[src/hw/pipeline_control.sv]
/*
 * Flow control for the beamformer pipeline.
 * Joins the eight input valids, decides when a beat is accepted and when the
 * three register stages advance, and carries valid and last alongside the data.
 * The last stage of the valid and last shift drives the output handshake.
 */
`timescale 1ns/1ps

module pipeline_control (
    input  logic clock,
    input  logic resetn,
    input  logic valid_00_real,
    input  logic valid_00_imag,
    input  logic valid_01_real,
    input  logic valid_01_imag,
    input  logic valid_20_real,
    input  logic valid_20_imag,
    input  logic valid_21_real,
    input  logic valid_21_imag,
    input  logic head_last,
    input  logic beam_ready,
    output logic in_ready,
    output logic accept,
    output logic advance,
    output logic beam_valid,
    output logic beam_last
);

    logic       all_valid;
    logic       started;
    logic [2:0] valid_pipe;
    logic [2:0] last_pipe;

    // a beat only enters when every one of the eight streams offers data
    assign all_valid = &{valid_00_real, valid_00_imag, valid_01_real, valid_01_imag,
                         valid_20_real, valid_20_imag, valid_21_real, valid_21_imag};

    // the pipeline moves when the output slot is empty or being drained
    assign advance = !valid_pipe[2] || beam_ready;

    // started holds ready low through reset and the first cycle after it
    assign in_ready = started && advance && all_valid;

    // every ready cycle is a transfer since ready already includes the valids
    assign accept = in_ready;

    always_ff @(posedge clock) begin
        if (!resetn) begin
            started    <= 1'b0;
            valid_pipe <= '0;
            last_pipe  <= '0;
        end else begin
            started <= 1'b1;
            // bit 0 pairs with the products, bit 1 with the weighted beats
            // and bit 2 with the summed beam registers
            if (advance) begin
                valid_pipe <= {valid_pipe[1:0], accept};
                last_pipe  <= {last_pipe[1:0], accept && head_last};
            end
        end
    end

    // when stalled the top bits simply hold, so the output stays stable
    assign beam_valid = valid_pipe[2];
    assign beam_last  = last_pipe[2];

endmodule

[config.mk]
export PLATFORM = sky130hd
export DESIGN_NAME = pipeline_control
export DESIGN_NICKNAME = d
export VERILOG_FILES = /design/src/hw/pipeline_control.sv
export SDC_FILE = /design/constraint.sdc
export NUM_CORES = 1
export LEC_CHECK = 0
export BUFFER_PORTS_ARGS = -buffer_cell sky130_fd_sc_hd__buf_4
export CAP_MARGIN = 20
export CORE_AREA = 2 2 39 41
export CTS_BUF_LIST = sky130_fd_sc_hd__clkbuf_4
export DETAILED_ROUTE_END_ITERATION = 8
export DIE_AREA = 0 0 41 43
export SETUP_SLACK_MARGIN = 0.4
export SYNTH_ARGS = -nofsm -noshare
export SYNTH_HDL_FRONTEND = slang
export SYNTH_SLANG_ARGS = --single-unit
[constraint.sdc]
create_clock -name clock -period 2.84 [get_ports clock]
set_input_delay 0.284 -clock clock [delete_from_list [all_inputs] [get_ports clock]]
set_output_delay 0.284 -clock clock [all_outputs]
set_load 0.02 [all_outputs]
==> impl_metrics.py <==
metrics = {
    "outcome": {
        "status": "completed",
    },
    "sta": {
        "grt_setup_unrepaired": "false",
        "tns_ps": 0,
        "fin_crit_ps": 1511,
        "drv_slew": 0,
        "skew_ps": 2.150,
        "layout_worst_path_cycle_share_pct": 53.20,
        "max_slew_margin_pct": 80.72,
        "timing.fmax_mhz": 661.8,
        "worstMarginPinSlew_ps": 287.0,
        "layout_setup_ws_ps": 1329,
        "setup_viol": 0,
        "final-hold-violation-count": 0,
    },
    "finish": {
        "multi_input_area_um2": 137.6,
        "utilization_pct": 32.64,
        "area_delta_synth_final_pct": 56.28,
        "diodes": 0,
        "drive_gt1_share_pct": 52.27,
        "layout.cells.non_filler": 60,
        "final_common_cell": "buf_4",
        "layout_common_cells": "buf_4 (16), dfxtp_1 (7), clkbuf_4 (4), mux2i_1 (3), nor2b_1 (3)",
        "regArea_um2": 140.1,
        "fin_nets": 57,
        "fill_cells": 138,
    },
    "hold_path": {
        "min_path_cells": 1,
        "whs_endpoint": "started$_DFF_P_",
        "min_from": "resetn",
        "hold_path_class": "in -> reg",
    },
    "grt": {
        "antenna_found_initial": 0,
        "grt_use_total_pct": 7.351,
        "grt_pass1_wl_um": 855,
        "grt_start_max_net_pins": 9,
        "grt_pass1_vias": 240,
        "grt_overflow": 0,
    },
    "worst_setup_path": {
        "critPathSlowestCell": "dfxtp_1",
        "r2r-end": "last_pipe[0]$_SDFFE_PN0P_",
        "crit_fanout": 6,
        "crit_path_cell_trace": "and2b_4 -> nor4_4 -> buf_4",
        "setup.worst_path.class": "reg -> out",
        "worstSetupEndpointType": "output pin",
        "startpoint_type": "flop",
        "worstPathRequired_ps": 2560,
        "r2r_start": "valid_pipe[2]$_SDFFE_PN0P_",
        "r2r_cells": 3,
        "cpPeakStageDelay_ps": 310,
        "r2r_slack_ps": 1820,
        "arrival_ps": 1230,
    },
    "placement": {
        "dp_hpwl_um": 444.7,
        "placed_cells": 56,
        "io_buffers": 16,
        "gp_congestion": 0.6369,
        "post-place-ws_ps": 1506,
    },
    "cts": {
        "cts.sinks": 7,
        "worstSkewPairLatency_ps": 240,
        "clk_pin_slew_worst_paths_ps": 50,
        "post_cts_buffers": 0,
        "numCtsBuffers": 3,
        "cts_tree": "built",
        "cts_root_buffer": "clkbuf_4",
        "ctsHoldBuffers": 0,
        "htree_levels": 1,
        "cts_max_path_buffers": 2,
        "cts_resized": 0,
    },
    "logic_synthesis": {
        "synthCells": 25,
        "synth_seq_cells": 7,
        "syn-num-nets": 37,
        "yosysWarnings": 0,
        "ys_seq_area_share_pct": 48.48,
        "syn_area_um2": 289.0,
        "avgSynthCellArea_um2": 11.56,
        "synth_cell_types": 14,
    },
    "power_and_ir_drop": {
        "power.density_nw_per_um2": 468.7,
        "power.total_uw": 211.7,
        "ir_drop_mv": 0.1877,
        "p_leak_nw": 0.2076,
    },
    "detailed_routing": {
        "vias": 249,
        "avgViaCountPerCell": 4.150,
        "finalWirelength_um": 541,
        "drtPass1Iterations": 2,
        "ant_nets": 0,
        "drt_first_iter_violations": 2,
        "route.detailed.drc": 0,
        "wire_per_inst_um": 9.017,
    },
    "floorplanning": {
        "coreArea_um2": 1384,
        "die_height_um": 43,
        "start_util_pct": 20.89,
        "dieArea_um2": 1763,
        "io_pins": 17,
        "die_x_um": 41,
        "rows": 14,
    },
    "flow_run": {
        "maxCapViolCount": 0,
    },
}
[synthesized netlist by cell type]
cell     instances  area [um2]
a31o_1           1       8.760
and2_1           1       6.260
and2b_4          1       10.01
and3_1           1       6.260
buf_4            1       7.510
dfxtp_1          7       140.1
inv_1            1       3.750
mux2i_1          3       30.03
nand2_1          1       3.750
nand3_1          1       5.000
nand4_2          1       12.51
nor2b_1          3       18.77
nor4_4           1       21.27
o21a_1           2       15.01
[worst max-delay path, delay by kind of cell, from the launching register on]
kind / cells / cell delay, ps
flip-flops: 1 / 310
buffers and inverters: 1 / 200
AND/OR/NAND/NOR: 2 / 470
[cell families after synthesis]
kind of cell	Yosys count	share of synthesized area, %
AOI/OAI and AO/OA	3	8.224
DFF	7	48.48
and+or+nand+nor	10	29.00
muxes	3	10.39
buffers and inverters	2	3.896
[layer usage]
metal / routed length, um / vias up / part of all wire (%) / track usage, %
li1: - / 125 / - / -
met1: 235 / 107 / 43 / 8.442
met2: 220 / 17 / 41 / 9.375
met3: 85 / 0 / 16 / 5.759
met4: 0 / 0 / 0 / 4.000
met5: 0 / - / 0 / 0
[worst max-delay path by stage]
stage | start | to | slack, ps | depth (start not counted)
after floorplan | valid_pipe[2]$_SDFFE_PN0P_ | in_ready | 1350 | 3
after global placement | beam_ready | in_ready | 1510 | 4
after detailed placement | valid_21_real | in_ready | 1510 | 4
after CTS | valid_pipe[2]$_SDFFE_PN0P_ | in_ready | 1310 | 3
after global routing | valid_pipe[2]$_SDFFE_PN0P_ | in_ready | 1270 | 3
final | valid_pipe[2]$_SDFFE_PN0P_ | in_ready | 1330 | 3
[registers in the layout (all words and copies together), names as in the netlist]
| register | cells |
|---|---|
| valid_pipe | 3 |
| started | 1 |
| last_pipe | 3 |
[final cells by class]
cell class,count,area share [%]
Sequential cell,7,31.02
Multi-Input combinational cell,16,30.47
Timing Repair Buffer,16,26.59
Clock buffer,4,6.648
Tap cell,16,4.432
Inverter,1,0.8310
[stage by stage]
stage / cell area [um2] / hold WS, ps
floorplan: 289.0 / 311.7
global placement: 421.7 / 451.6
detailed placement: 421.7 / 443.9
CTS: 451.7 / 181.8
global route: 451.7 / 186.2
finish: 451.7 / 193.3
[power breakdown]
| part | switching (mW) | internal [mW] | total (mW) |
|---|---|---|---|
| clock | 0.0332 | 0.0629 | 0.0961 |
| sequential | 0.000230 | 0.0992 | 0.0995 |
| combinational | 0.00495 | 0.0112 | 0.0161 |
Note: power is estimated with default switching activity, not from simulation.
