===== src/hw/beamformer_settings.svh =====
/*
 * Fixed widths and counts for the four-channel complex beamformer.
 * Included by the package and by every RTL module that slices beats or
 * sizes weight buses. The include guard keeps repeated includes harmless.
 */
`ifndef BEAMFORMER_SETTINGS_SVH
`define BEAMFORMER_SETTINGS_SVH

// one signed sample inside a stream beat
`define BF_SAMPLE_WIDTH 16

// one signed weight part, either real or imaginary
`define BF_WEIGHT_WIDTH 8

// weights are Q1.6, so 64 stands for 1.0
`define BF_WEIGHT_FRAC 6

// samples carried side by side in one beat
`define BF_SAMPLES 8

// antenna channels that are weighted and summed
`define BF_CHANNELS 4

// a whole beat, eight samples of 16 bits
`define BF_BEAT_WIDTH 128

`endif


===== src/hw/beamformer_pkg.sv =====
/*
 * Shared types for the beamformer datapath.
 * Modules refer to these by scoped name; widths come from the settings header.
 */
`include "beamformer_settings.svh"

package beamformer_pkg;

    // a single signed input or output sample
    typedef logic signed [`BF_SAMPLE_WIDTH-1:0] sample_t;

    // one part of a complex weight, signed Q1.6
    typedef logic signed [`BF_WEIGHT_WIDTH-1:0] weight_t;

    // full precision of a sample times a weight part
    // the wider sums in the weighter wrap here, which is harmless since only
    // bits above the fraction and below 16 more are kept
    typedef logic signed [`BF_SAMPLE_WIDTH+`BF_WEIGHT_WIDTH-1:0] product_t;

    // a stream beat, sample 0 in the low bits
    typedef logic [`BF_BEAT_WIDTH-1:0] beat_t;

    // packet tracking for the weight capture
    // wait_first means the next accepted beat opens a packet
    typedef enum logic {
        wait_first,
        in_packet
    } packet_state_t;

endpackage


===== src/hw/weight_bank.sv =====
/*
 * Holds the eight complex weight parts for the duration of a packet.
 * The first accepted beat of a packet uses the live weight inputs and
 * captures them; later beats of that packet see the captured copy.
 */
`timescale 1ns/1ps
`include "beamformer_settings.svh"

module weight_bank (
    input  logic                    clock,
    input  logic                    resetn,
    input  logic                    accept,
    input  logic                    head_last,
    input  beamformer_pkg::weight_t weight_00_real,
    input  beamformer_pkg::weight_t weight_00_imag,
    input  beamformer_pkg::weight_t weight_01_real,
    input  beamformer_pkg::weight_t weight_01_imag,
    input  beamformer_pkg::weight_t weight_20_real,
    input  beamformer_pkg::weight_t weight_20_imag,
    input  beamformer_pkg::weight_t weight_21_real,
    input  beamformer_pkg::weight_t weight_21_imag,
    output beamformer_pkg::weight_t active_00_real,
    output beamformer_pkg::weight_t active_00_imag,
    output beamformer_pkg::weight_t active_01_real,
    output beamformer_pkg::weight_t active_01_imag,
    output beamformer_pkg::weight_t active_20_real,
    output beamformer_pkg::weight_t active_20_imag,
    output beamformer_pkg::weight_t active_21_real,
    output beamformer_pkg::weight_t active_21_imag
);

    beamformer_pkg::packet_state_t                      state;
    logic [2*`BF_CHANNELS*`BF_WEIGHT_WIDTH-1:0]         live;
    logic [2*`BF_CHANNELS*`BF_WEIGHT_WIDTH-1:0]         held;
    logic [2*`BF_CHANNELS*`BF_WEIGHT_WIDTH-1:0]         shown;

    // all eight parts travel as one word, real before imag per channel
    assign live = {weight_00_real, weight_00_imag, weight_01_real, weight_01_imag,
                   weight_20_real, weight_20_imag, weight_21_real, weight_21_imag};

    // between packets the live weights go straight to the multipliers
    assign shown = (state == beamformer_pkg::wait_first) ? live : held;

    assign {active_00_real, active_00_imag, active_01_real, active_01_imag,
            active_20_real, active_20_imag, active_21_real, active_21_imag} = shown;

    // a packet opens on any accepted beat and closes on the beat with tlast
    always_ff @(posedge clock) begin
        if (!resetn) begin
            state <= beamformer_pkg::wait_first;
        end else if (accept) begin
            state <= head_last ? beamformer_pkg::wait_first : beamformer_pkg::in_packet;
        end
    end

    // capture happens only on the opening beat
    always_ff @(posedge clock) begin
        if (accept && state == beamformer_pkg::wait_first) begin
            held <= live;
        end
    end

endmodule


===== config.mk =====
export PLATFORM = sky130hd
export DESIGN_NAME = weight_bank
export DESIGN_NICKNAME = d
export VERILOG_FILES = /design/src/hw/beamformer_pkg.sv /design/src/hw/weight_bank.sv
export VERILOG_INCLUDE_DIRS = /design/src /design/src/hw
export SDC_FILE = /design/constraint.sdc
export NUM_CORES = 1
export LEC_CHECK = 0
export BUFFER_PORTS_ARGS = -buffer_cell sky130_fd_sc_hd__buf_2
export CAP_MARGIN = 20
export CELL_PAD_IN_SITES_DETAIL_PLACEMENT = 0
export CELL_PAD_IN_SITES_GLOBAL_PLACEMENT = 1
export CORE_ASPECT_RATIO = 1.5
export CORE_MARGIN = 2
export CORE_UTILIZATION = 38
export DETAILED_ROUTE_END_ITERATION = 6
export PLACE_DENSITY = 0.85
export SYNTH_ARGS = -nofsm -noshare
export SYNTH_HDL_FRONTEND = slang
export SYNTH_SLANG_ARGS = --single-unit

===== constraint.sdc =====
create_clock -name clock -period 4.8 [get_ports clock]
set_clock_uncertainty 0.05 [all_clocks]
set_input_delay 0.24 -clock clock [delete_from_list [all_inputs] [get_ports clock]]
set_output_delay 0.24 -clock clock [all_outputs]
set_load 0.02 [all_outputs]

==> impl_metrics.yaml <==
clocking:
  clock_path_buffers: 2
  ctsResizeCount: 0
  clock_latency_ns: 0.32
  cts_tree: "built"
  cts_buffers: 9
  post_cts_buffers: 0
  ctsRootBufferMaster: "clkbuf_16"
  cts.sinks: 65
  cts_hold_buf: 0
  clk_pin_slew_ns: 0.05
  htree_levels: 3
run:
  drv_cap: 0
routing:
  wl_met1_mm: 2.16
  num_vias: 1707
  vias_per_cell: 4.47
  routedWlPerCell_um: 13.3
  drc_errors: 0
  firstDrtPassIters: 4
  route.met2.wl_mm: 2.42
  wl_met3_um: 375
  topRoutingLayerUsed: "met4"
  ant_nets: 0
  drt_iter0_markers: 93
  wirelength_mm: 5.06
timing:
  period_minus_slack_ns: 2.36
  finalCritPeriodShare_pct: 49.1
  slew_headroom_pct: 31.4
  setup_tns_ns: 0
  setup_viol: 0
  fmax_mhz: 424
  hold_viol: 0
  worst_pin_slew_ns: 1.03
  rsz0062_at_grt: "false"
  final_max_slew_viol_count: 0
  holdWs_ns: 0.0548
worst_setup_path:
  regToRegSetupSlack_ns: 2.44
  critPathKind: "reg -> reg"
  cp.required_ns: 4.71
  crit_arrival_ns: 2.27
  cp-end-kind: "register"
  cp-start-kind: "register"
  critPathMaxFanout: 66
yosys:
  synth_cell_types: 9
  synth.most_common_cell: "edfxtp_1"
  synth-edff-count: 64
  async_reset_ff_share_pct: 0
  yosys.area.top_type_share_pct: 66.5
  mappedNetlistArea_um2: 2890
  synth-seq-area-share_pct: 67.2
  ys_seq_elements: 65
  synth_area_leaders: "edfxtp_1 (66%), mux2_4 (20%), mux2_2 (10%)"
  yosys_warnings: 0
  synth_area_leader_cell: "edfxtp_1"
  synth_area_per_cell_um2: 20.8
  synth_common_cells: "edfxtp_1 (64), mux2_4 (38), mux2_2 (26), buf_6 (5), buf_2 (2)"
  syn_nets: 207
  synth_flop_cell: "edfxtp_1"
  synthCells: 139
floorplan:
  die_w_um: 75.2
  core_um2: 7510
  placementRows: 39
  fp.dieH_um: 111
  start_util_pct: 38.5
  num_io_pins: 132
  die-area_um2: 8340
layout:
  final_layout_size_suffix_gt1_share_pct: 75.7
  seq_area_um2: 1950
  syn2layout_area_growth_pct: 35.4
  diodes: 0
  fillers: 663
  final_nets: 343
  multiInputGateArea_um2: 891
  fin_area_um2: 3920
pwr:
  p_sw_share_pct: 23.3
  ir_drop_mv: 0.218
  total_power_mw: 1.53
  p_seq_share_pct: 45.0
  p_int_mw: 1.18
  clkPwrFrac_pct: 40.1
  p_per_area_nw_per_um2: 392
  combinationalPowerShare_pct: 14.9
  power_switching_mw: 0.358
  cellLeakagePower_nw: 1.68
placement:
  place_area_um2: 3630
  port_buffers: 131
  dp_hpwl_mm: 3.60
  gp_congestion: 0.702
global_route:
  grt_max_degree: 67
  grt_pass1_wl_mm: 7.49
  overflow: 0
  grt_pass1_vias: 1601
  track_usage_pct: 12.1
  antenna_found_initial: 0
run_status:
  status: "completed"
worst_hold_path:
  min_path_type: "in -> reg"
-- worst paths after layout --
| path | cells after the start | endpoint | from |
|---|---|---|---|
| max | 2 | held[4] | state |
| min | 1 | held[11] | weight_21_real[3] |
| max reg2reg | 2 | held[4] | state |
| min reg2reg | 1 | state | state |
-- kinds of logic (layout without fill, tap and decap cells) --
logic type      count (synthesis)  count (layout)  share of synthesized area [%]
flops                          65              65                           67.2
mux                            64              64                           29.9
buf+inv                         7             148                           2.29
simple gates                    2               2                          0.346
compound gates                  1               1                          0.346
-- cell type report --
| type | count | area share (%) |
|---|---|---|
| Timing Repair Buffer | 132 | 16.9 |
| Clock inverter | 6 | 1.50 |
| Multi-Input combinational cell | 67 | 22.8 |
| Tap cell | 102 | 3.26 |
| Sequential cell | 65 | 49.7 |
| Clock buffer | 10 | 5.85 |
-- sequential cells by signal, summed over array words and instances, names as in the netlist --
register and flops:
state 1, held 64
-- metal layers --
| metal | track usage (%) | vias up |
|---|---|---|
| li1 | - | 826 |
| met1 | 14.7 | 784 |
| met2 | 18.8 | 87 |
| met3 | 4.00 | 10 |
| met4 | 5.96 | 0 |
| met5 | 0 | - |
-- power groups by stage --
stage               Clock, mW  Sequential [mW]  Combinational, mW
floorplan                   0            0.685              0.167
global placement            0            0.700              0.230
detailed placement          0            0.702              0.232
CTS                     0.634            0.691              0.233
global route            0.659            0.694              0.244
finish                  0.616            0.690              0.229
-- placed cells by master (no fill, tap or decap), drive strengths merged --
master    Yosys  routed
nor2b         1       1
clkinvlp      0       2
buf           7     132
clkinv        0       3
nand2         1       1
clkbuf        0      10
dfxtp         1       1
o211a         1       1
edfxtp       64      64
mux2         64      64
bufinv        0       1
-- worst max-delay path: stages, from the launching register on --
cell,delay (ns)
dfxtp_4,0.64
nor2b_4,0.74
buf_4,0.53
-- per-stage QoR --
step / instances / util [%] / setup slack, ns
2_1_floorplan: 139 / - / 0.796
3_3_place_gp: 366 / 48.3 / 2.46
3_5_place_dp: 366 / 48.3 / 2.37
4_1_cts: 382 / 52.1 / 2.38
5_1_grt: 382 / 52.1 / 2.26
6_report: 382 / 52.1 / 2.44
(Power assumes the default switching activity.)
