[src/hw/beamformer_settings.svh]
/*
 * Fixed widths and counts for the four-channel complex beamformer.
 * Included by the package and by every RTL module that slices beats or
 * sizes weight buses. The include guard keeps repeated includes harmless.
 */
`ifndef BEAMFORMER_SETTINGS_SVH
`define BEAMFORMER_SETTINGS_SVH

// one signed sample inside a stream beat
`define BF_SAMPLE_WIDTH 16

// one signed weight part, either real or imaginary
`define BF_WEIGHT_WIDTH 8

// weights are Q1.6, so 64 stands for 1.0
`define BF_WEIGHT_FRAC 6

// samples carried side by side in one beat
`define BF_SAMPLES 8

// antenna channels that are weighted and summed
`define BF_CHANNELS 4

// a whole beat, eight samples of 16 bits
`define BF_BEAT_WIDTH 128

`endif

[src/hw/beamformer_pkg.sv]
/*
 * Shared types for the beamformer datapath.
 * Modules refer to these by scoped name; widths come from the settings header.
 */
`include "beamformer_settings.svh"

package beamformer_pkg;

    // a single signed input or output sample
    typedef logic signed [`BF_SAMPLE_WIDTH-1:0] sample_t;

    // one part of a complex weight, signed Q1.6
    typedef logic signed [`BF_WEIGHT_WIDTH-1:0] weight_t;

    // full precision of a sample times a weight part
    // the wider sums in the weighter wrap here, which is harmless since only
    // bits above the fraction and below 16 more are kept
    typedef logic signed [`BF_SAMPLE_WIDTH+`BF_WEIGHT_WIDTH-1:0] product_t;

    // a stream beat, sample 0 in the low bits
    typedef logic [`BF_BEAT_WIDTH-1:0] beat_t;

    // packet tracking for the weight capture
    // wait_first means the next accepted beat opens a packet
    typedef enum logic {
        wait_first,
        in_packet
    } packet_state_t;

endpackage

[src/hw/beam_summer.sv]
/*
 * Final stage of the beamformer.
 * Adds the four weighted channels sample by sample and registers the
 * combined real and imaginary beats, which are the design's output data.
 */
`timescale 1ns/1ps
`include "beamformer_settings.svh"

module beam_summer (
    input  logic                  clock,
    input  logic                  advance,
    input  beamformer_pkg::beat_t real_00,
    input  beamformer_pkg::beat_t real_01,
    input  beamformer_pkg::beat_t real_20,
    input  beamformer_pkg::beat_t real_21,
    input  beamformer_pkg::beat_t imag_00,
    input  beamformer_pkg::beat_t imag_01,
    input  beamformer_pkg::beat_t imag_20,
    input  beamformer_pkg::beat_t imag_21,
    output beamformer_pkg::beat_t beam_real_data,
    output beamformer_pkg::beat_t beam_imag_data
);

    // per-sample sum of four beats, each lane wraps at 16 bits on its own
    function automatic beamformer_pkg::beat_t add_beats(input beamformer_pkg::beat_t a,
                                                        input beamformer_pkg::beat_t b,
                                                        input beamformer_pkg::beat_t c,
                                                        input beamformer_pkg::beat_t d);
        beamformer_pkg::beat_t total;
        for (int s = 0; s < `BF_SAMPLES; s++) begin
            total[s*`BF_SAMPLE_WIDTH +: `BF_SAMPLE_WIDTH] =
                a[s*`BF_SAMPLE_WIDTH +: `BF_SAMPLE_WIDTH] +
                b[s*`BF_SAMPLE_WIDTH +: `BF_SAMPLE_WIDTH] +
                c[s*`BF_SAMPLE_WIDTH +: `BF_SAMPLE_WIDTH] +
                d[s*`BF_SAMPLE_WIDTH +: `BF_SAMPLE_WIDTH];
        end
        return total;
    endfunction

    // holds under back-pressure so the output beat stays put
    always_ff @(posedge clock) begin
        if (advance) begin
            beam_real_data <= add_beats(real_00, real_01, real_20, real_21);
            beam_imag_data <= add_beats(imag_00, imag_01, imag_20, imag_21);
        end
    end

endmodule

[config.mk]
export PLATFORM = sky130hd
export DESIGN_NAME = beam_summer
export DESIGN_NICKNAME = d
export VERILOG_FILES = /design/src/hw/beamformer_pkg.sv /design/src/hw/beam_summer.sv
export VERILOG_INCLUDE_DIRS = /design/src /design/src/hw
export SDC_FILE = /design/constraint.sdc
export NUM_CORES = 1
export LEC_CHECK = 0
export BUFFER_PORTS_ARGS = -buffer_cell sky130_fd_sc_hd__buf_2
export CORE_AREA = 4 4 491 493
export CTS_BUF_LIST = sky130_fd_sc_hd__clkbuf_16
export DETAILED_ROUTE_END_ITERATION = 12
export DIE_AREA = 0 0 495 497
export PLACE_DENSITY_LB_ADDON = 0.1
export SYNTH_ARGS = -nofsm -noshare
export SYNTH_HDL_FRONTEND = slang
export SYNTH_SLANG_ARGS = --single-unit
[constraint.sdc]
create_clock -name clock -period 3.9 [get_ports clock]
set_clock_uncertainty 0.15 [all_clocks]
set_input_delay 0.39 -clock clock [delete_from_list [all_inputs] [get_ports clock]]
set_output_delay 0.39 -clock clock [all_outputs]
set_load 0.01 [all_outputs]
==> qor.yml, run 1 <==
run_status:
  status: "completed"
cells_and_area:
  finalNetCount: 6532
  register_area_um2: 7690
  drive_above_1_share: 0.306
  multiInputGateArea_um2: 19900
  fin_area_um2: 45300
  final_util: 0.191
  fill_cells: 26900
  area_growth_pct: 39.4
synthesis:
  yosysSeqAreaShare: 0.237
  yosysTopAreaCell: "fa_1"
  yosys_register_bits: 256
  yosys_warnings: 0
  synth_edf_count: 256
  ys_top_cells_by_count: "inv_1, fa_1, edfxtp_1, ha_1, xnor2_1"
  synth_top_cell_area_share: 0.296
  synthTopCellsByArea: "fa_1, edfxtp_1, inv_1, ha_1, xnor2_1"
  synth-main-ff-cell: "edfxtp_1"
  syn_inst: 3346
  syn_area_per_cell_um2: 9.71
  async_flop_share: 0
  netlist_area_um2: 32500
  synth_cell_type_count: 67
  syn-num-nets: 5092
  yosysMostFrequentCell: "inv_1"
floorplan:
  fp.dieW_um: 495
  die_h_um: 497
  io_pins: 1282
  dieArea_um2: 246000
  core_area_um2: 237000
  initial_core_util: 0.137
  num_rows: 179
timing:
  drv_slew: 0
  setup_tns_ns: 0
  finalCriticalPeriod_ns: 3.70
  hold_viol_final: 0
  fmax_mhz: 270
  worstMarginPinSlew_ns: 0.921
  relSlewSlack: 0.386
  rsz0062_at_grt: "no"
  finalSetupViolations: 0
  fin_crit_sh: 0.949
  fin_ws_ns: 0.200
grt:
  antenna_found_initial: 68
  grt_pass1_vias: 30000
  grt_usage: 0.120
  grt_max_degree: 73
  grt-ovfl-total: 0
  grt_first_pass_wirelength_um: 212000
place:
  gp_congestion: 0.842
  hpwl_um: 139000
  port_buffers: 1281
  postPlaceCellArea_um2: 43700
  place_ws_ns: -0.500
drt:
  drt_iter0_markers: 1020
  drtAntennaViolNets: 0
  wl_met2_um: 75600
  wl_per_cell_um: 19.0
  wl_met1_um: 60300
  dr.pass1.iters: 5
  vias: 27000
  drc: 0
  drt_wl_total_um: 152000
  vias_per_cell: 3.37
  met3_length_um: 11800
  top_layer: "met5"
setup_path:
  cp.depth: 15
  crit_type: "in2reg"
  cp_cell_sequence: "buf_2, inv_1, fa_1, inv_1, fa_1, ha_1, fa_1, buf_4, a211o_1, a21oi_1, nor2b_1, buf_4, o21a_1, mux2i_1, o311ai_0"
  cp.required_ns: 4.09
  crit_fanout: 3
  cp_num_buf_inv: 5
  critical_path.top_delay_family: "adder cells"
  start_kind: "primary input"
  cp_common_cell: "fa_1"
  critical_path_arrival_ns: 3.89
  critPathSlowestCell: "fa_1"
  crit_path_end_kind: "flop"
  slowest_delay_ns: 0.54
power:
  power.density_nw_per_um2: 515
  vdd_drop_max_uv: 256
  p_leak_nw: 23.8
  total_power_mw: 23.3
clock_network:
  clk_path_buf_depth: 3
  cts-root-buf: "clkbuf_16"
  htree_levels: 2
  numClockSinks: 256
  clk_pin_slew_worst_paths_ns: 0.05
  cts_tree: "yes"
  post-cts-setup-buffer-count: 0
  cts_resized: 0
  cts-buffers-inserted: 45
hold_path:
  hp-class: "in2reg"
  hold-path-cell-count: 1
run:
  maxCapViolCount: 0
flip-flops by register name, summed over array words and instances, names as in the netlist:
signal          cells
beam_real_data    128
beam_imag_data    128
routing by layer:
metal | track usage | vias up
met5 | 0 | -
met4 | 0.0280 | 42
met1 | 0.139 | 12900
met3 | 0.0367 | 176
met2 | 0.215 | 836
li1 | - | 13000
report_power, final:
group          internal, mW  switching [mW]  total [mW]
Sequential             4.92           0.410        5.34
Clock                  2.34            1.67        4.02
Combinational          5.90            8.08        14.0
Total                  13.2            10.2        23.3
cell type report:
| cell class | count | area share |
|---|---|---|
| tap | 3167 | 0.0875 |
| inverter | 1294 | 0.107 |
| multi-input combinational | 1791 | 0.440 |
| clock buffer | 45 | 0.0249 |
| antenna | 10 | 0.000553 |
| sequential | 256 | 0.170 |
| clock inverter | 34 | 0.00586 |
| timing repair buffer | 1398 | 0.164 |
cells by family after synthesis:
logic type	synth area share
adder cells (fa/ha/maj)	0.388
AO/OA/AOI/OAI	0.112
multiplexers	0.000924
buffers and inverters	0.150
XOR/XNOR	0.0731
flip-flops	0.237
AND/OR/NAND/NOR	0.0390
stage by stage:
stage | std cells | hold slack (ns)
finish | 7995 | 0.101
global route | 7988 | 0.0400
CTS | 7985 | 0.00194
detailed placement | 7888 | 0.545
global placement | 7888 | 0.543
floorplan | 3346 | 0.352
worst paths after layout:
kind | startpoint | end | slack (ns)
max | real_00[81] | beam_real_data[93] | 0.20
min | advance | beam_real_data[20] | 0.10
cell usage in the layout (no fill, tap or decap), types with 8 or more instances in the layout:
cell type | synthesis | final
nand4_1 | 10 | 10
a31oi_1 | 10 | 10
a21oi_1 | 154 | 154
buf_2 | 0 | 1280
dlygate4sd3_1 | 0 | 18
o211ai_1 | 10 | 10
o21a_1 | 33 | 33
diode_2 | 0 | 10
nand3_1 | 22 | 22
ha_1 | 240 | 240
buf_4 | 0 | 91
o21ai_0 | 86 | 86
inv_1 | 1294 | 1300
edfxtp_1 | 256 | 256
buf_12 | 0 | 8
nor2_1 | 75 | 75
a221oi_2 | 9 | 9
clkbuf_16 | 0 | 45
nor2b_1 | 18 | 18
xor2_1 | 55 | 55
o21bai_1 | 19 | 19
clkinv_1 | 0 | 10
fa_1 | 480 | 480
a211o_1 | 8 | 8
a211oi_1 | 40 | 40
xnor2_1 | 216 | 216
nand2b_1 | 27 | 27
nor3_1 | 21 | 21
and3_1 | 11 | 11
nand2_1 | 61 | 61
a2111oi_0 | 8 | 8
a21o_1 | 75 | 75
clkinv_2 | 0 | 9
what timing repair did:
item / in CTS / in global routing
hold buffers: 18 / 0
setup endpoints to repair: 0 / 0
endpoints found under the hold margin: 26 / 0
No activity file was read; power rests on OpenSTA's default activity.
==> run 2: changes to the inputs <==
==> constraint.sdc (replaced) <==
create_clock -name clock -period 3.9 [get_ports clock]
set_clock_uncertainty 0.15 [all_clocks]
set_input_delay 0.195 -clock clock [delete_from_list [all_inputs] [get_ports clock]]
set_output_delay 0.195 -clock clock [all_outputs]
set_load 0.01 [all_outputs]
==> qor.yml, run 2 (same netlist as run 1, synthesis figures left out) <==
cells_and_area:
  layout.cells.non_filler: 8030  # +0.44%
  multiInputGateArea_um2: 20000  # +0.26%
  mostFrequentLayoutCells: "inv_1, buf_2, fa_1"
  drive_above_1_share: 0.296  # -0.0104
  reg_top3: "beam_imag_data: 128 flops, beam_real_data: 128 flops"
  register_area_um2: 7690  # unchanged
  fill_cells: 27000  # +0.31%
  fin_area_um2: 45700  # +1.0%
  area_growth_pct: 40.8
  final_common_cell: "inv_1"
  finalNetCount: 6564  # +0.49%
clock_network:
  clk_pin_slew_worst_paths_ns: 0.06  # about the same
  post-cts-setup-buffer-count: 0  # unchanged
  cts-buffers-inserted: 45  # unchanged
  numClockSinks: 256  # unchanged
  htree_levels: 2  # unchanged
  cts_tree: "yes"
  cts-root-buf: "clkbuf_16"
  clk_path_buf_depth: 3  # unchanged
setup_path:
  crit_path_end_kind: "flop"
  crit_fanout: 3  # unchanged
  crit_type: "in2reg"
  critical_path_arrival_ns: 4.02  # +0.13 ns
  start_kind: "primary input"
  cp.required_ns: 4.13  # +0.04 ns
  cp-startpoint: "imag_21[33]"
floorplan:
  die_h_um: 497  # unchanged
  num_rows: 179  # unchanged
  io_pins: 1282  # unchanged
  dieArea_um2: 246000  # unchanged
  fp.dieW_um: 495  # unchanged
  initial_core_util: 0.137  # unchanged
  core_area_um2: 237000  # unchanged
timing:
  drv_slew: 0  # unchanged
  worstMarginPinSlew_ns: 0.820  # -0.101 ns
  hold_viol_final: 0  # unchanged
  rsz0062_at_grt: "no"
  finalSetupViolations: 0  # unchanged
  finalCriticalPeriod_ns: 3.79  # +0.0869 ns
  fmax_mhz: 264  # -2.3%
  relSlewSlack: 0.453  # +0.0670
  setup_tns_ns: 0  # unchanged
  fin_crit_sh: 0.971  # +0.0223
  holdWs_ns: 0.0667  # -0.0345 ns
run:
  maxCapViolCount: 0  # unchanged
place:
  postPlaceCellArea_um2: 43300  # -0.81%
  hpwl_um: 139000  # +0.11%
  dp_cells: 7844  # -0.56%
  port_buffers: 1281  # unchanged
  gp_congestion: 0.834  # -1.0%
grt:
  grt-ovfl-total: 0  # unchanged
  antenna_found_initial: 71  # +4.4%
  gr-usage-met1: 0.140  # +0.000270
  grtUsageMet3: 0.0380  # +0.00128
  grt_busiest_layer: "met2"
  grt_first_pass_wirelength_um: 213000  # +0.21%
  grt_usage: 0.120  # +0.000195
  grt_pass1_vias: 30100  # +0.52%
  use_met2: 0.214  # -0.00126
  grt_max_degree: 65  # -11%
drt:
  drt_wl_total_um: 152000  # +0.20%
  drt_iter0_markers: 919  # -9.9%
  drtAntennaViolNets: 0  # unchanged
  wl_per_cell_um: 18.9  # -0.24%
  vias: 27100  # +0.63%
  drc: 0  # unchanged
  dr.pass1.iters: 5  # unchanged
  vias_per_cell: 3.38  # +0.19%
run_status:
  status: "completed"
hold_path:
  hold_start: "real_00[15]"
  hp-class: "in2reg"
power:
  vdd_drop_max_uv: 287  # +12%
  p_leak_nw: 23.9  # +0.40%
  pwr-share-seq: 0.230  # about the same
  power_frac_clock: 0.171  # about the same
  p_switching_mw: 10.2  # about the same
  combPwrFrac: 0.599  # about the same
  switching_share: 0.436  # +0.000574
  power.density_nw_per_um2: 509  # -1.2%
  internal-power_mw: 13.1  # -0.30%
-- run 2: final cells by class --
| cell class | instances | area share |
|---|---|---|
| well taps | 3167 | 0.0866 |
| repair buffers | 1430 | 0.172 |
| clock inverters | 32 | 0.00498 |
| diodes | 14 | 0.000766 |
| clock buffers | 46 | 0.0252 |
| flip-flops and latches | 256 | 0.168 |
| inverters | 1294 | 0.106 |
| multi-input cells | 1791 | 0.437 |
-- run 2: routing by layer --
layer	routed length, µm	share of wire
met1	60600	0.40
met2	75200	0.49
met3	11800	0.078
met4	4000	0.026
met5	249	0.0016
-- run 2: metrics by stage --
step | setup WS, ns | utilization | power, mW
5_1_grt | 0.0420 | 0.193 | 25.6
3_3_place_gp | -0.364 | 0.183 | 19.8
4_1_cts | 0.0719 | 0.193 | 24.2
3_5_place_dp | -0.350 | 0.183 | 19.6
6_report | 0.113 | 0.193 | 23.3
2_1_floorplan | 0.436 | - | 13.5
-- run 2: what timing repair did --
action                                  in CTS  in global routing
endpoints found under the setup margin       0                  8
gates resized for setup                      0                 10
hold buffers                                94                  0
hold endpoints to repair                   107                  0
-- run 2: critical path, stage by stage --
cell           delay, ns
dlygate4sd3_1       0.53
buf_2               0.13
fa_1                0.46
dlygate4sd3_1       0.57
ha_1                0.24
fa_1                0.50
a211oi_1            0.26
o21bai_1            0.18
a2111oi_2           0.33
buf_4               0.16
o21a_1              0.20
a21oi_1             0.11
xnor2_1             0.13
-- run 2: path summary, 6_finish.rpt --
| path | endpoint | slack (ns) | cells after the start |
|---|---|---|---|
| worst max-delay path | beam_imag_data[47] | 0.11 | 13 |
| worst min-delay path | beam_real_data[15] | 0.07 | 4 |
-- run 2: power by group through the flow --
| stage | Sequential [mW] | Clock, mW | Combinational [mW] |
|---|---|---|---|
| after floorplan | 5.97 | 0 | 7.51 |
| after global placement | 5.46 | 0 | 14.3 |
| after detailed placement | 5.46 | 0 | 14.2 |
| after CTS | 5.44 | 4.26 | 14.5 |
| after global routing | 5.50 | 4.34 | 15.7 |
| final | 5.36 | 3.98 | 13.9 |
==> run 3: changes to the inputs <==
--- a/config.mk
+++ b/config.mk
@@ -7,10 +7,10 @@
 export NUM_CORES = 1
 export LEC_CHECK = 0
 export BUFFER_PORTS_ARGS = -buffer_cell sky130_fd_sc_hd__buf_2
-export CORE_AREA = 4 4 491 493
+export CORE_AREA = 2 2 503 505
 export CTS_BUF_LIST = sky130_fd_sc_hd__clkbuf_16
 export DETAILED_ROUTE_END_ITERATION = 12
-export DIE_AREA = 0 0 495 497
+export DIE_AREA = 0 0 505 507
 export PLACE_DENSITY_LB_ADDON = 0.1
 export SYNTH_ARGS = -nofsm -noshare
 export SYNTH_HDL_FRONTEND = slang
==> constraint.sdc (replaced) <==
create_clock -name clock -period 4.4 [get_ports clock]
set_clock_uncertainty 0.15 [all_clocks]
set_input_delay 0.22 -clock clock [delete_from_list [all_inputs] [get_ports clock]]
set_output_delay 0.22 -clock clock [all_outputs]
set_load 0.01 [all_outputs]
==> qor.yml, run 3 (same netlist as run 1, synthesis figures left out) <==
run_status:
  status: "completed"
grt:
  use_met2: 0.206  # -0.00728
  grt_busiest_layer: "met2"
  grtUsageMet3: 0.0306  # -0.00738
  grt-ovfl-total: 0  # unchanged
  grt_usage: 0.112  # -0.00814
  gr-usage-met1: 0.131  # -0.00820
  antenna_found_initial: 54  # -24%
  grt_max_degree: 62  # -4.6%
  grt_first_pass_wirelength_um: 209000  # -1.6%
  grt_pass1_vias: 29900  # -0.56%
cells_and_area:
  drive_above_1_share: 0.293  # -0.00289
  mostFrequentLayoutCells: "inv_1, buf_2, fa_1"
  fill_cells: 28600  # +6.0%
  layout.cells.non_filler: 8153  # +1.5%
  area_growth_pct: 39.8
  final_common_cell: "inv_1"
  finalNetCount: 6504  # -0.91%
  reg_top3: "beam_imag_data: 128 flops, beam_real_data: 128 flops"
floorplan:
  io_pins: 1282  # unchanged
  initial_core_util: 0.130  # -0.00740
  fp.dieW_um: 505  # +2.0%
  dieArea_um2: 256000  # +4.1%
  core_area_um2: 250000  # +5.7%
  num_rows: 184  # +2.8%
  die_h_um: 507  # +2.0%
setup_path:
  start_kind: "primary input"
  crit_type: "in2reg"
  cp_num_buf_inv: 4  # unchanged
  crit_path_end_kind: "flop"
  critical_path.top_delay_family: "buffers and inverters"
  cp_cell_sequence: "dlygate4sd3_1, buf_2, fa_1, dlygate4sd3_1, ha_1, fa_1, a211oi_1, o21ai_1, a221oi_2, buf_4, o21ai_1, a221oi_2, xnor2_1"
  slowest_delay_ns: 0.57  # about the same
  critPathSlowestCell: "dlygate4sd3_1"
  critical_path_arrival_ns: 4.17  # +0.15 ns
  cp.required_ns: 4.61  # +0.48 ns
  crit_fanout: 3  # unchanged
power:
  combPwrFrac: 0.592  # -0.007
  power.density_nw_per_um2: 451  # -11%
  p_leak_nw: 23.6  # -1.2%
  p_switching_mw: 8.97  # -12%
  internal-power_mw: 11.5  # -12%
  total_power_mw: 20.5  # -12%
  pwr-share-seq: 0.230  # about the same
  vdd_drop_max_uv: 245  # -14%
  switching_share: 0.438  # +0.00129
  power_frac_clock: 0.177  # +0.006
timing:
  worstMarginPinSlew_ns: 0.915  # +0.0947 ns
  fmax_mhz: 253
  finalSetupViolations: 0  # unchanged
  rsz0062_at_grt: "no"
  fin_crit_sh: 0.899
  relSlewSlack: 0.386  # -0.0675
  drv_slew: 0  # unchanged
  hold_viol_final: 0  # unchanged
  setup_tns_ns: 0  # unchanged
  finalCriticalPeriod_ns: 3.96
  fin_ws_ns: 0.444  # +0.331 ns
clock_network:
  clk_path_buf_depth: 3  # unchanged
  cts_tree: "yes"
  numClockSinks: 256  # unchanged
  htree_levels: 2  # unchanged
  cts_hold_buf: 67  # -29%
  cts-buffers-inserted: 45  # unchanged
  cts_resized: 0  # unchanged
  cts-root-buf: "clkbuf_16"
  post-cts-setup-buffer-count: 0  # unchanged
  clk_pin_slew_worst_paths_ns: 0.05  # about the same
drt:
  drt_wl_total_um: 146000  # -3.6%
  drt_iter0_markers: 853  # -7.2%
  vias_per_cell: 3.28  # -3.0%
  vias: 26700  # -1.5%
  drc: 0  # unchanged
  dr.pass1.iters: 5  # unchanged
  drtAntennaViolNets: 0  # unchanged
  wl_per_cell_um: 17.9  # -5.1%
hold_path:
  hp-class: "in2reg"
place:
  dp_cells: 7992  # +1.9%
  gp_congestion: 0.824  # -1.1%
  place_ws_ns: 0.151  # +0.500 ns
  port_buffers: 1281  # unchanged
  hpwl_um: 133000  # -3.7%
run:
  maxCapViolCount: 0  # unchanged
run 3: power groups by stage:
| stage | logic [mW] | registers (mW) | clock network (mW) |
|---|---|---|---|
| 3_3_place_gp | 12.6 | 4.80 | 0 |
| 5_1_grt | 13.8 | 4.86 | 3.94 |
| 4_1_cts | 12.7 | 4.79 | 3.91 |
| 3_5_place_dp | 12.5 | 4.81 | 0 |
| 6_report | 12.1 | 4.72 | 3.64 |
| 2_1_floorplan | 6.65 | 5.30 | 0 |
run 3: worst paths after layout:
path	start	to	slack, ns	cells after the start
min	real_21[33]	beam_real_data[33]	0.08	3
max	real_21[113]	beam_real_data[127]	0.44	13
run 3: tightest hold or removal path, stage by stage:
cell   delay (ns)
buf_2        0.12
fa_1         0.17
ha_1         0.20
run 3: through the flow:
stage | hold WS, ns | util | cell area, µm²
floorplan | 0.182 | - | 32500
global placement | 0.373 | 0.173 | 43300
detailed placement | 0.373 | 0.173 | 43300
CTS | 0.000690 | 0.181 | 45400
global route | 0.0321 | 0.181 | 45400
finish | 0.0794 | 0.181 | 45400
run 3: layout make-up:
cell class              instances  area (µm²)  area share
diodes                         14        35.0    0.000772
clock buffers                  45        1130      0.0248
clock inverters                35         303     0.00667
inverters                    1294        4860       0.107
multi-input cells            1791       19900       0.439
flip-flops and latches        256        7690       0.169
well taps                    3348        4190      0.0923
repair buffers               1370        7280       0.160
run 3: layer usage:
metal,vias to the layer above,wire [µm]
li1,13000,-
met1,12800,59200
met2,748,75700
met3,146,9300
met4,34,1880
met5,-,221
